`config.mk`:
```
export PLATFORM = sky130hd
export DESIGN_NAME = ProcessingElement
export DESIGN_NICKNAME = d
export VERILOG_FILES = /design/src/hw/PECfg.sv /design/src/hw/PECtlCfg.sv /design/src/hw/PadMem.sv /design/src/hw/DataPathController.sv /design/src/hw/MacPipe.sv /design/src/hw/ProcessingElement.sv
export SDC_FILE = /design/constraint.sdc
export NUM_CORES = 1
export LEC_CHECK = 0
export ABC_AREA = 1
export ABC_CLOCK_PERIOD_IN_PS = 8700
export BUFFER_PORTS_ARGS = -buffer_cell sky130_fd_sc_hd__buf_2
export CORE_MARGIN = 5
export CORE_UTILIZATION = 27
export DETAILED_ROUTE_END_ITERATION = 12
export GPL_TIMING_DRIVEN = 0
export HOLD_SLACK_MARGIN = 0.05
export PLACE_DENSITY_LB_ADDON = 0.15
export SKIP_LAST_GASP = 1
export SLEW_MARGIN = 20
export SYNTH_ARGS = -nofsm -noshare
export SYNTH_HDL_FRONTEND = slang
export SYNTH_SLANG_ARGS = --single-unit
```
`constraint.sdc`:
```
create_clock -name i_clk -period 8.7 [get_ports i_clk]
set_input_delay 1.74 -clock i_clk [delete_from_list [all_inputs] [get_ports i_clk]]
set_output_delay 1.74 -clock i_clk [all_outputs]
set_load 0.01 [all_outputs]
```
`src/hw/PECfg.sv`:
```
package PECfg;

    // ========================================================================
    // datapath word sizes
    // ========================================================================

    // pixel and weight word width
    localparam int PixWd = 8;

    // partial sum width, headroom for max taps x channels
    localparam int PsumWd = 20;

    // signed pixel / weight word
    typedef logic signed [PixWd-1:0] Pix;

    // signed partial sum word
    typedef logic signed [PsumWd-1:0] Psum;

    // ========================================================================
    // default array sizes for the top level
    // ========================================================================

    // max filter taps per channel
    localparam int DefMaxFiltW = 4;

    // max output positions in one psum row
    localparam int DefMaxOutW = 16;

    // max input channels held in the pads
    localparam int DefMaxCh = 4;

endpackage

```
`src/hw/PECtlCfg.sv`:
```
package PECtlCfg;

    // controller phases, idle -> load -> compute -> flush -> drain
    typedef enum logic [2:0] {
        StIdle,
        StLoad,
        StCompute,
        StFlush,
        StDrain
    } CtlState;

    // sum stage start value
    // zero for first tap of first channel, else stored psum
    typedef enum logic {
        PsumZero,
        PsumRead
    } PsumInit;

endpackage

```
`src/hw/PadMem.sv`:
```
`timescale 1ns/1ps

module PadMem #(
    parameter int Depth = 16,
    parameter int Wd    = 8
) (
    input  logic                     i_clk,
    input  logic                     i_wrEn,
    input  logic [$clog2(Depth)-1:0] i_wrAddr,
    input  logic [Wd-1:0]            i_wrData,
    input  logic [$clog2(Depth)-1:0] i_rdAddr,
    output logic [Wd-1:0]            o_rdData
);

    // scratchpad storage
    logic [Wd-1:0] mem [Depth];

    // read data register
    logic [Wd-1:0] rdData;

    // ========================================================================
    // write port
    // ========================================================================

    always_ff @(posedge i_clk) begin
        if (i_wrEn) begin
            mem[i_wrAddr] <= i_wrData;
        end
    end

    // ========================================================================
    // read port, one cycle latency
    // ========================================================================

    // same-edge write is not visible, old word comes out
    always_ff @(posedge i_clk) begin
        rdData <= mem[i_rdAddr];
    end

    assign o_rdData = rdData;

endmodule

```
`src/hw/DataPathController.sv`:
```
`timescale 1ns/1ps

module DataPathController #(
    parameter int MaxFiltW = PECfg::DefMaxFiltW,
    parameter int MaxOutW  = PECfg::DefMaxOutW,
    parameter int MaxCh    = PECfg::DefMaxCh,
    // config field widths
    localparam int FiltWd  = $clog2(MaxFiltW + 1),
    localparam int OutWd   = $clog2(MaxOutW + 1),
    localparam int ChWd    = $clog2(MaxCh + 1),
    // pad sizes
    localparam int IpDepth = MaxCh * (MaxOutW + MaxFiltW - 1),
    localparam int WpDepth = MaxCh * MaxFiltW,
    localparam int IpAw    = $clog2(IpDepth),
    localparam int WpAw    = $clog2(WpDepth),
    localparam int PpAw    = $clog2(MaxOutW)
) (
    input  logic                i_clk,
    input  logic                i_rstN,
    input  logic                i_start,
    input  logic [FiltWd-1:0]   i_filtW,
    input  logic [OutWd-1:0]    i_outW,
    input  logic [ChWd-1:0]     i_numCh,
    input  logic                i_ipixValid,
    input  logic                i_wpixValid,
    output logic                o_loading,
    output logic [IpAw-1:0]     o_ipWrAddr,
    output logic [WpAw-1:0]     o_wpWrAddr,
    output logic [IpAw-1:0]     o_ipRdAddr,
    output logic [WpAw-1:0]     o_wpRdAddr,
    output logic [PpAw-1:0]     o_ppRdAddr,
    output logic [PpAw-1:0]     o_ppWrAddr,
    output logic                o_FS_valid,
    output logic                o_MS_valid,
    output logic                o_SS_valid,
    output logic                o_SS_fstpix,
    output logic                o_SS_last,
    output PECtlCfg::PsumInit   o_SS_init,
    output logic                o_drainValid,
    output logic                o_done
);

    // counter widths, one above the largest count
    localparam int IpCntWd = $clog2(IpDepth + 1);
    localparam int WpCntWd = $clog2(WpDepth + 1);

    PECtlCfg::CtlState state;

    // latched config
    logic [FiltWd-1:0] filtW;
    logic [OutWd-1:0]  outW;
    logic [ChWd-1:0]   numCh;

    // load counters double as pad write addresses
    logic [IpCntWd-1:0] ipCnt, ipCntNx, ipTotal, rowLen, ipRdFull;
    logic [WpCntWd-1:0] wpCnt, wpCntNx, wpTotal, wpRdFull;
    logic               loadDone;

    // loop counters, c outer, s middle, x inner
    logic [ChWd-1:0]   chCnt;
    logic [FiltWd-1:0] tapCnt;
    logic [OutWd-1:0]  xCnt;
    logic              xLast, tapLast, chLast, firstTap, issue, issueLast;

    // per-stage control, fetch / mult / sum
    logic              fsValid, msValid, ssValid;
    logic              fsFst, msFst, ssFst;
    logic              fsLast, msLast, ssLast;
    logic [PpAw-1:0]   fsIdx, msIdx, ssIdx;
    PECtlCfg::PsumInit fsInit;

    // drain end delay line
    logic doneD1, doneR;

    // ==========================================================================
    // comb
    // ==========================================================================

    // pixels per channel row
    assign rowLen  = IpCntWd'(outW) + IpCntWd'(filtW) - IpCntWd'(1);
    assign ipTotal = IpCntWd'(numCh) * rowLen;
    assign wpTotal = WpCntWd'(numCh) * WpCntWd'(filtW);

    assign o_loading = (state == PECtlCfg::StLoad);
    // saturate at total, stray strobes past the end are dropped
    assign ipCntNx = ipCnt + IpCntWd'(o_loading && i_ipixValid && ipCnt != ipTotal);
    assign wpCntNx = wpCnt + WpCntWd'(o_loading && i_wpixValid && wpCnt != wpTotal);
    assign loadDone = o_loading && (ipCntNx == ipTotal) && (wpCntNx == wpTotal);

    assign o_ipWrAddr = ipCnt[IpAw-1:0];
    assign o_wpWrAddr = wpCnt[WpAw-1:0];

    assign xLast     = (xCnt == outW - OutWd'(1));
    assign tapLast   = (tapCnt == filtW - FiltWd'(1));
    assign chLast    = (chCnt == numCh - ChWd'(1));
    assign firstTap  = (chCnt == '0) && (tapCnt == '0);
    assign issue     = (state == PECtlCfg::StCompute);
    assign issueLast = xLast && tapLast && chLast;

    // ipad: c * rowLen + x + s, wpad: c * filtW + s
    assign ipRdFull = IpCntWd'(chCnt) * rowLen + IpCntWd'(xCnt) + IpCntWd'(tapCnt);
    assign wpRdFull = WpCntWd'(chCnt) * WpCntWd'(filtW) + WpCntWd'(tapCnt);
    assign o_ipRdAddr = ipRdFull[IpAw-1:0];
    assign o_wpRdAddr = wpRdFull[WpAw-1:0];
    // x counter serves compute reads and drain reads
    assign o_ppRdAddr = xCnt[PpAw-1:0];

    // ==========================================================================
    // sequential
    // ==========================================================================

    always_ff @(posedge i_clk) begin
        if (state == PECtlCfg::StIdle && i_start) begin
            filtW <= i_filtW;
            outW  <= i_outW;
            numCh <= i_numCh;
        end
    end

    always_ff @(posedge i_clk) begin
        if (!i_rstN) begin
            state  <= PECtlCfg::StIdle;
            ipCnt  <= '0;
            wpCnt  <= '0;
            chCnt  <= '0;
            tapCnt <= '0;
            xCnt   <= '0;
        end else begin
            case (state)
                PECtlCfg::StIdle: begin
                    if (i_start) begin
                        ipCnt <= '0;
                        wpCnt <= '0;
                        state <= PECtlCfg::StLoad;
                    end
                end
                PECtlCfg::StLoad: begin
                    ipCnt <= ipCntNx;
                    wpCnt <= wpCntNx;
                    if (loadDone) begin
                        chCnt  <= '0;
                        tapCnt <= '0;
                        xCnt   <= '0;
                        state  <= PECtlCfg::StCompute;
                    end
                end
                PECtlCfg::StCompute: begin
                    // one MAC per cycle, x wraps back to 0 on the last issue
                    if (xLast) begin
                        xCnt <= '0;
                        if (tapLast) begin
                            tapCnt <= '0;
                            chCnt  <= chCnt + ChWd'(1);
                        end else begin
                            tapCnt <= tapCnt + FiltWd'(1);
                        end
                    end else begin
                        xCnt <= xCnt + OutWd'(1);
                    end
                    if (issueLast) begin
                        state <= PECtlCfg::StFlush;
                    end
                end
                PECtlCfg::StFlush: begin
                    // wait for final write-back
                    if (ssLast) begin
                        state <= PECtlCfg::StDrain;
                    end
                end
                PECtlCfg::StDrain: begin
                    xCnt <= xLast ? '0 : xCnt + OutWd'(1);
                    if (xLast) begin
                        state <= PECtlCfg::StIdle;
                    end
                end
                default: state <= PECtlCfg::StIdle;
            endcase
        end
    end

    // stage strobes, issue delayed by 1, 2, 3
    always_ff @(posedge i_clk) begin
        if (!i_rstN) begin
            fsValid <= 1'b0;
            msValid <= 1'b0;
            ssValid <= 1'b0;
            fsFst   <= 1'b0;
            msFst   <= 1'b0;
            ssFst   <= 1'b0;
            fsLast  <= 1'b0;
            msLast  <= 1'b0;
            ssLast  <= 1'b0;
            doneD1  <= 1'b0;
            doneR   <= 1'b0;
        end else begin
            fsValid <= issue;
            fsFst   <= issue && firstTap;
            fsLast  <= issue && issueLast;
            msValid <= fsValid;
            msFst   <= fsFst;
            msLast  <= fsLast;
            ssValid <= msValid;
            ssFst   <= msFst;
            ssLast  <= msLast;
            // done lands one cycle after the last psum strobe
            doneD1  <= o_drainValid && xLast;
            doneR   <= doneD1;
        end
    end

    // psum index and init code follow the strobes
    always_ff @(posedge i_clk) begin
        fsIdx  <= xCnt[PpAw-1:0];
        fsInit <= firstTap ? PECtlCfg::PsumZero : PECtlCfg::PsumRead;
        msIdx  <= fsIdx;
        ssIdx  <= msIdx;
    end

    assign o_FS_valid   = fsValid;
    assign o_MS_valid   = msValid;
    assign o_SS_valid   = ssValid;
    assign o_SS_fstpix  = ssFst;
    assign o_SS_last    = ssLast;
    // init code is consumed alongside fetched data
    assign o_SS_init    = fsInit;
    assign o_ppWrAddr   = ssIdx;
    assign o_drainValid = (state == PECtlCfg::StDrain);
    assign o_done       = doneR;

endmodule

```
`src/hw/MacPipe.sv`:
```
`timescale 1ns/1ps

module MacPipe (
    input  logic              i_clk,
    input  logic              i_rstN,
    input  logic              i_FS_valid,
    input  logic              i_MS_valid,
    input  PECtlCfg::PsumInit i_SS_init,
    input  PECfg::Pix         i_ipix,
    input  PECfg::Pix         i_wpix,
    input  PECfg::Psum        i_ppRd,
    output PECfg::Psum        o_ssSum
);

    // full-width signed product
    logic signed [2*PECfg::PixWd-1:0] prod;

    // mult stage registers
    PECfg::Psum        msProd;
    PECfg::Psum        msPsum;
    PECtlCfg::PsumInit msInit;

    // sum stage
    PECfg::Psum base;
    PECfg::Psum ssSum;

    // ========================================================================
    // mult stage
    // ========================================================================

    assign prod = i_ipix * i_wpix;

    // product sign extended into psum width
    always_ff @(posedge i_clk) begin
        if (i_FS_valid) begin
            msProd <= PECfg::Psum'(prod);
            msPsum <= i_ppRd;
        end
    end

    // init code rides with the operands
    always_ff @(posedge i_clk) begin
        if (!i_rstN) begin
            msInit <= PECtlCfg::PsumZero;
        end else if (i_FS_valid) begin
            msInit <= i_SS_init;
        end
    end

    // ========================================================================
    // sum stage
    // ========================================================================

    // first tap of first channel starts from zero
    assign base = (msInit == PECtlCfg::PsumZero) ? '0 : msPsum;

    // held as ppad write-back data
    always_ff @(posedge i_clk) begin
        if (i_MS_valid) begin
            ssSum <= base + msProd;
        end
    end

    assign o_ssSum = ssSum;

endmodule

```
`src/hw/ProcessingElement.sv`:
```
`timescale 1ns/1ps

module ProcessingElement #(
    parameter int MaxFiltW = PECfg::DefMaxFiltW,
    parameter int MaxOutW  = PECfg::DefMaxOutW,
    parameter int MaxCh    = PECfg::DefMaxCh
) (
    input  logic                         i_clk,
    input  logic                         i_rstN,
    input  logic                         i_start,
    input  logic [$clog2(MaxFiltW+1)-1:0] i_filtW,
    input  logic [$clog2(MaxOutW+1)-1:0]  i_outW,
    input  logic [$clog2(MaxCh+1)-1:0]    i_numCh,
    input  logic                         i_ipixValid,
    input  PECfg::Pix                    i_ipix,
    input  logic                         i_wpixValid,
    input  PECfg::Pix                    i_wpix,
    output logic                         o_fwdValid,
    output PECfg::Pix                    o_fwdPix,
    output logic                         o_psumValid,
    output PECfg::Psum                   o_psum,
    output logic                         o_done
);

    // ========================================================================
    // pad sizes
    // ========================================================================

    localparam int IpDepth = MaxCh * (MaxOutW + MaxFiltW - 1);
    localparam int WpDepth = MaxCh * MaxFiltW;
    localparam int PpDepth = MaxOutW;
    localparam int IpAw    = $clog2(IpDepth);
    localparam int WpAw    = $clog2(WpDepth);
    localparam int PpAw    = $clog2(PpDepth);

    // pad addresses
    logic [IpAw-1:0] ipWrAddr, ipRdAddr;
    logic [WpAw-1:0] wpWrAddr, wpRdAddr;
    logic [PpAw-1:0] ppWrAddr, ppRdAddr;

    // controller strobes
    logic              loading, fsValid, msValid, ssValid, drainValid;
    PECtlCfg::PsumInit ssInit;

    // pad read data and write-back sum
    PECfg::Pix  ipRd, wpRd;
    PECfg::Psum ppRd, ssSum;

    // forward and drain registers
    logic      fwdValid, psumValid;
    PECfg::Pix fwdPix;

    DataPathController #(
        .MaxFiltW (MaxFiltW),
        .MaxOutW  (MaxOutW),
        .MaxCh    (MaxCh)
    ) ctl0 (
        .i_clk        (i_clk),
        .i_rstN       (i_rstN),
        .i_start      (i_start),
        .i_filtW      (i_filtW),
        .i_outW       (i_outW),
        .i_numCh      (i_numCh),
        .i_ipixValid  (i_ipixValid),
        .i_wpixValid  (i_wpixValid),
        .o_loading    (loading),
        .o_ipWrAddr   (ipWrAddr),
        .o_wpWrAddr   (wpWrAddr),
        .o_ipRdAddr   (ipRdAddr),
        .o_wpRdAddr   (wpRdAddr),
        .o_ppRdAddr   (ppRdAddr),
        .o_ppWrAddr   (ppWrAddr),
        .o_FS_valid   (fsValid),
        .o_MS_valid   (msValid),
        .o_SS_valid   (ssValid),
        .o_SS_fstpix  (),
        .o_SS_last    (),
        .o_SS_init    (ssInit),
        .o_drainValid (drainValid),
        .o_done       (o_done)
    );

    // input pixels, channel-major
    PadMem #(.Depth(IpDepth), .Wd(PECfg::PixWd)) ipad0 (
        .i_clk    (i_clk),
        .i_wrEn   (i_ipixValid && loading),
        .i_wrAddr (ipWrAddr),
        .i_wrData (i_ipix),
        .i_rdAddr (ipRdAddr),
        .o_rdData (ipRd)
    );

    // weights, channel-major
    PadMem #(.Depth(WpDepth), .Wd(PECfg::PixWd)) wpad0 (
        .i_clk    (i_clk),
        .i_wrEn   (i_wpixValid && loading),
        .i_wrAddr (wpWrAddr),
        .i_wrData (i_wpix),
        .i_rdAddr (wpRdAddr),
        .o_rdData (wpRd)
    );

    // psum row, written back by the sum stage
    PadMem #(.Depth(PpDepth), .Wd(PECfg::PsumWd)) ppad0 (
        .i_clk    (i_clk),
        .i_wrEn   (ssValid),
        .i_wrAddr (ppWrAddr),
        .i_wrData (ssSum),
        .i_rdAddr (ppRdAddr),
        .o_rdData (ppRd)
    );

    MacPipe mac0 (
        .i_clk      (i_clk),
        .i_rstN     (i_rstN),
        .i_FS_valid (fsValid),
        .i_MS_valid (msValid),
        .i_SS_init  (ssInit),
        .i_ipix     (ipRd),
        .i_wpix     (wpRd),
        .i_ppRd     (ppRd),
        .o_ssSum    (ssSum)
    );

    // ========================================================================
    // forward and drain registers
    // ========================================================================

    // every pixel strobe goes on to the neighbour, load phase or not
    always_ff @(posedge i_clk) begin
        if (!i_rstN) begin
            fwdValid  <= 1'b0;
            psumValid <= 1'b0;
        end else begin
            fwdValid  <= i_ipixValid;
            psumValid <= drainValid;
        end
    end

    always_ff @(posedge i_clk) begin
        fwdPix <= i_ipix;
    end

    assign o_fwdValid  = fwdValid;
    assign o_fwdPix    = fwdPix;
    // ppad read data already lines up with the delayed strobe
    assign o_psumValid = psumValid;
    assign o_psum      = ppRd;

endmodule

```
==> results.yml <==
min_path:
  hold_path_class: "reg2reg"
clock_tree:
  cts_buffer_depth: 3
  cts_sinks: 1217
  cts.clk_slew.worst_paths_ns: 0.06
  numCtsBuffers: 144
  root_buffer: "clkbuf_16"
  cts_setup_buffers: 0
  htree_levels: 4
  insertion_delay_ns: 0.78
  cts_tree: "built"
  cts_resized: 0
  hold_buffers: 0
yosys:
  synth_cell_types: 48
  synth_area_leaders: "edfxtp_1, nor2_1, o21ai_0, dfxtp_1, fa_1"
  ys_ff_latch: 1217
  syn-num-nets: 4489
  synth_most_common_cell: "edfxtp_1"
  synthFlopType: "edfxtp_1"
  seq_area_frac_synth_pct: 68.0
  synthDominantCellAreaShare_pct: 64.4
  synth_top_cell_by_area: "edfxtp_1"
  syn-instance-count: 4291
  syn_avg_cell_area_sq_um: 12.2
  synthesis.area_sq_um: 52400
  ys_warn_count: 0
  synthArstFlopShare_pct: 0
  synth_edf_count: 1123
  yosys-top-cells-count: "edfxtp_1, nor2_1, o21ai_0"
floorplan:
  start_util_pct: 27.2
  fp-row-count: 161
  dieArea_sq_um: 203000
  core-area_sq_um: 193000
  die_x_microns: 450
  ioPinCount: 63
  die_h_microns: 450
routing:
  drt_first_pass_iters: 6
  vias: 34700
  viasPerCell: 4.83
  drtAntennaViolNets: 0
  drt_iter0_drc: 3089
  wire_per_inst_microns: 24.9
  wl_mm: 179
  met1Wirelength_mm: 78.8
  top_layer: "met4"
  routed-wl-met3_mm: 9.85
  route.detailed.drc: 0
  dr_wl_met2_mm: 84.4
sta:
  max_slew_margin_pct: 17.2
  setup_ws_ns: 1.17
  finalSetupTns_ns: 0
  setup_viol: 0
  worstMarginPinSlew_ns: 1.24
  fmax_mhz: 133
  rsz0062_at_grt: "false"
  final.min_clock_period_ns: 7.53
  fin_worst_skew_ns: 0.0484
  hold_viol_final: 0
  period_share_pct: 86.6
  drv_slew: 0
worst_setup_path:
  cpMaxStageDelayCell: "clkbuf_1"
  reg2reg_from: "ctl0.outW[0]"
  crit_fanout: 10
  worst-path-stages: 21
  crit_type: "reg2reg"
  cp-endpoint: "ipad0.o_rdData[0]"
  cp_common_cell: "fa_1"
  cp_top_family: "adder cells"
  ff2ff_path_depth: 21
  critPathBufInv: 6
  crit_path_start: "ctl0.outW[0]"
  setup.worst_path.end_class: "flop"
  rrSetupSlack_ns: 1.17
  crit_path_cell_trace: "ha_1, fa_1, inv_1, ha_1, inv_1, nand2_1, nand2_1, nor2_1, fa_1, inv_1, fa_1, fa_1, inv_1, fa_1, clkbuf_1, clkbuf_1, o221ai_1, o21ai_0, o21ai_0, o211ai_1, a31oi_1"
  cp.required_ns: 9.30
  arrival_ns: 8.13
  worst_path_largest_cell_delay_ns: 0.84
  r2r-end: "ipad0.o_rdData[0]"
  cp-start-kind: "flop"
pwr:
  net-switching-power_w: 0.0105
  power_frac_clock_pct: 24.3
  pwr-share-seq_pct: 28.9
  ir_drop_v: 0.000473
  p_leak_nw: 21.2
  p_int_w: 0.0144
  power_density_nw_per_um2: 407
  power.share.switching_pct: 42.1
  p_comb_share_pct: 46.8
place:
  dp_hpwl_mm: 122
  place.gp.congestion: 0.879
  pre_cts_ws_ns: 1.33
  io_buffers: 62
  postPlaceCellArea_sq_um: 56600
global_route:
  antenna_found_initial: 4
  grt_overflow: 0
  grt_pass1_wl_mm: 255
  track_usage_pct: 17.3
  grt_max_degree: 61
  grt_pass1_vias: 34700
finish:
  final_nets: 4742
  fin_area_sq_um: 61300
  area_delta_synth_final_pct: 17.1
  drive_gt1_share_pct: 9.22
run_status:
  outcome: "completed"
run:
  max_cap_viol_count: 0
[cell type report]
cell class | count | area, sq um
multi-input cells | 2547 | 14900
repair buffers | 107 | 937
fillers | 19300 | 131000
clock buffers | 193 | 3950
well taps | 2526 | 3160
inverters | 284 | 1070
clock inverters | 71 | 793
diodes | 2 | 5.00
plain buffers | 243 | 970
flip-flops and latches | 1217 | 35600
[cells by family (layout without fill, tap and decap cells)]
| logic type | Yosys count | count (layout) | share of synthesized area (%) |
|---|---|---|---|
| XOR/XNOR | 84 | 84 | 1.40 |
| AO/OA/AOI/OAI | 905 | 905 | 10.3 |
| flip-flops | 1217 | 1217 | 68.0 |
| other | 0 | 2 | 0 |
| buffers and inverters | 527 | 898 | 3.87 |
| adder cells (fa/ha/maj) | 166 | 166 | 5.07 |
| multiplexers | 55 | 55 | 1.05 |
| AND/OR/NAND/NOR | 1337 | 1337 | 10.3 |
[cell usage in the layout, fill, tap and decap left out, types with 6 or more instances in the layout]
master and count:
o211ai_1 68, nand2_1 351, or2_2 12, buf_12 12, xnor2_1 36, nand2_2 11
buf_2 89, xor2_1 47, nand4_1 10, clkbuf_16 146, nor3_1 18, nor2_2 10
a21oi_1 62, nor2_4 10, fa_1 77, clkinv_2 23, ha_1 89, buf_1 8
o22ai_1 118, clkbuf_1 229, dfxtp_1 93, inv_1 275, edfxtp_1 1123, clkbuf_8 12
clkinv_1 21, nand3_1 106, nor3_2 9, buf_4 31, o32ai_1 50, inv_2 7
o21ai_0 490, buf_6 6, o221ai_1 75, a31oi_1 20, nand3_2 7, nor2_1 779
mux2i_1 55, bufinv_16 11
[sequential cells by signal, indices dropped and copies added, names as in the netlist, 7 cells and up]
register,flops
mac0.o_ssSum,20
wpad0.o_rdData,8
mac0.msProd,16
o_fwdPix,8
ppad0.o_rdData,20
ppad0.mem,320
mac0.msPsum,20
ipad0.mem,608
ctl0.o_ipWrAddr,7
wpad0.mem,128
ipad0.o_rdData,8
[power by group through the flow]
| stage | sequential [W] | combinational, W | clock (W) |
|---|---|---|---|
| 2_1_floorplan | 0.00724 | 0.00770 | 0 |
| 3_5_place_dp | 0.00735 | 0.0117 | 0 |
| 5_1_grt | 0.00724 | 0.0132 | 0.00646 |
| 6_report | 0.00722 | 0.0117 | 0.00605 |
| 4_1_cts | 0.00723 | 0.0118 | 0.00620 |
| 3_3_place_gp | 0.00736 | 0.0117 | 0 |
[how the worst min path moves through the flow]
stage                        startpoint       endpoint  slack, ns  cells after the start
after global routing      ctl0.fsIdx[1]  ctl0.msIdx[1]       0.33                      0
after detailed placement  ctl0.fsIdx[2]  ctl0.msIdx[2]       0.31                      0
after global placement    ctl0.fsIdx[2]  ctl0.msIdx[2]       0.31                      0
final                     ctl0.fsIdx[2]  ctl0.msIdx[2]       0.32                      0
after CTS                 ctl0.fsIdx[2]  ctl0.msIdx[2]       0.33                      0
after floorplan           ctl0.fsIdx[0]  ctl0.msIdx[0]       0.31                      0
[metrics by stage]
| step | hold WS, ns | total power (W) | cells | util, % |
|---|---|---|---|---|
| detailed placement | 0.315 | 0.0191 | 6924 | 29.4 |
| CTS | 0.325 | 0.0253 | 7188 | 31.8 |
| global placement | 0.310 | 0.0191 | 6879 | 29.0 |
| finish | 0.323 | 0.0249 | 7190 | 31.8 |
| global route | 0.326 | 0.0269 | 7189 | 31.8 |
| floorplan | 0.310 | 0.0149 | 4291 | - |
[routing by layer]
layer / vias to the layer above / track usage (%)
li1: 15900 / -
met1: 17400 / 23.1
met2: 1079 / 28.4
met3: 277 / 2.87
met4: 0 / 6.18
met5: - / 0
(Power assumes the default switching activity.)
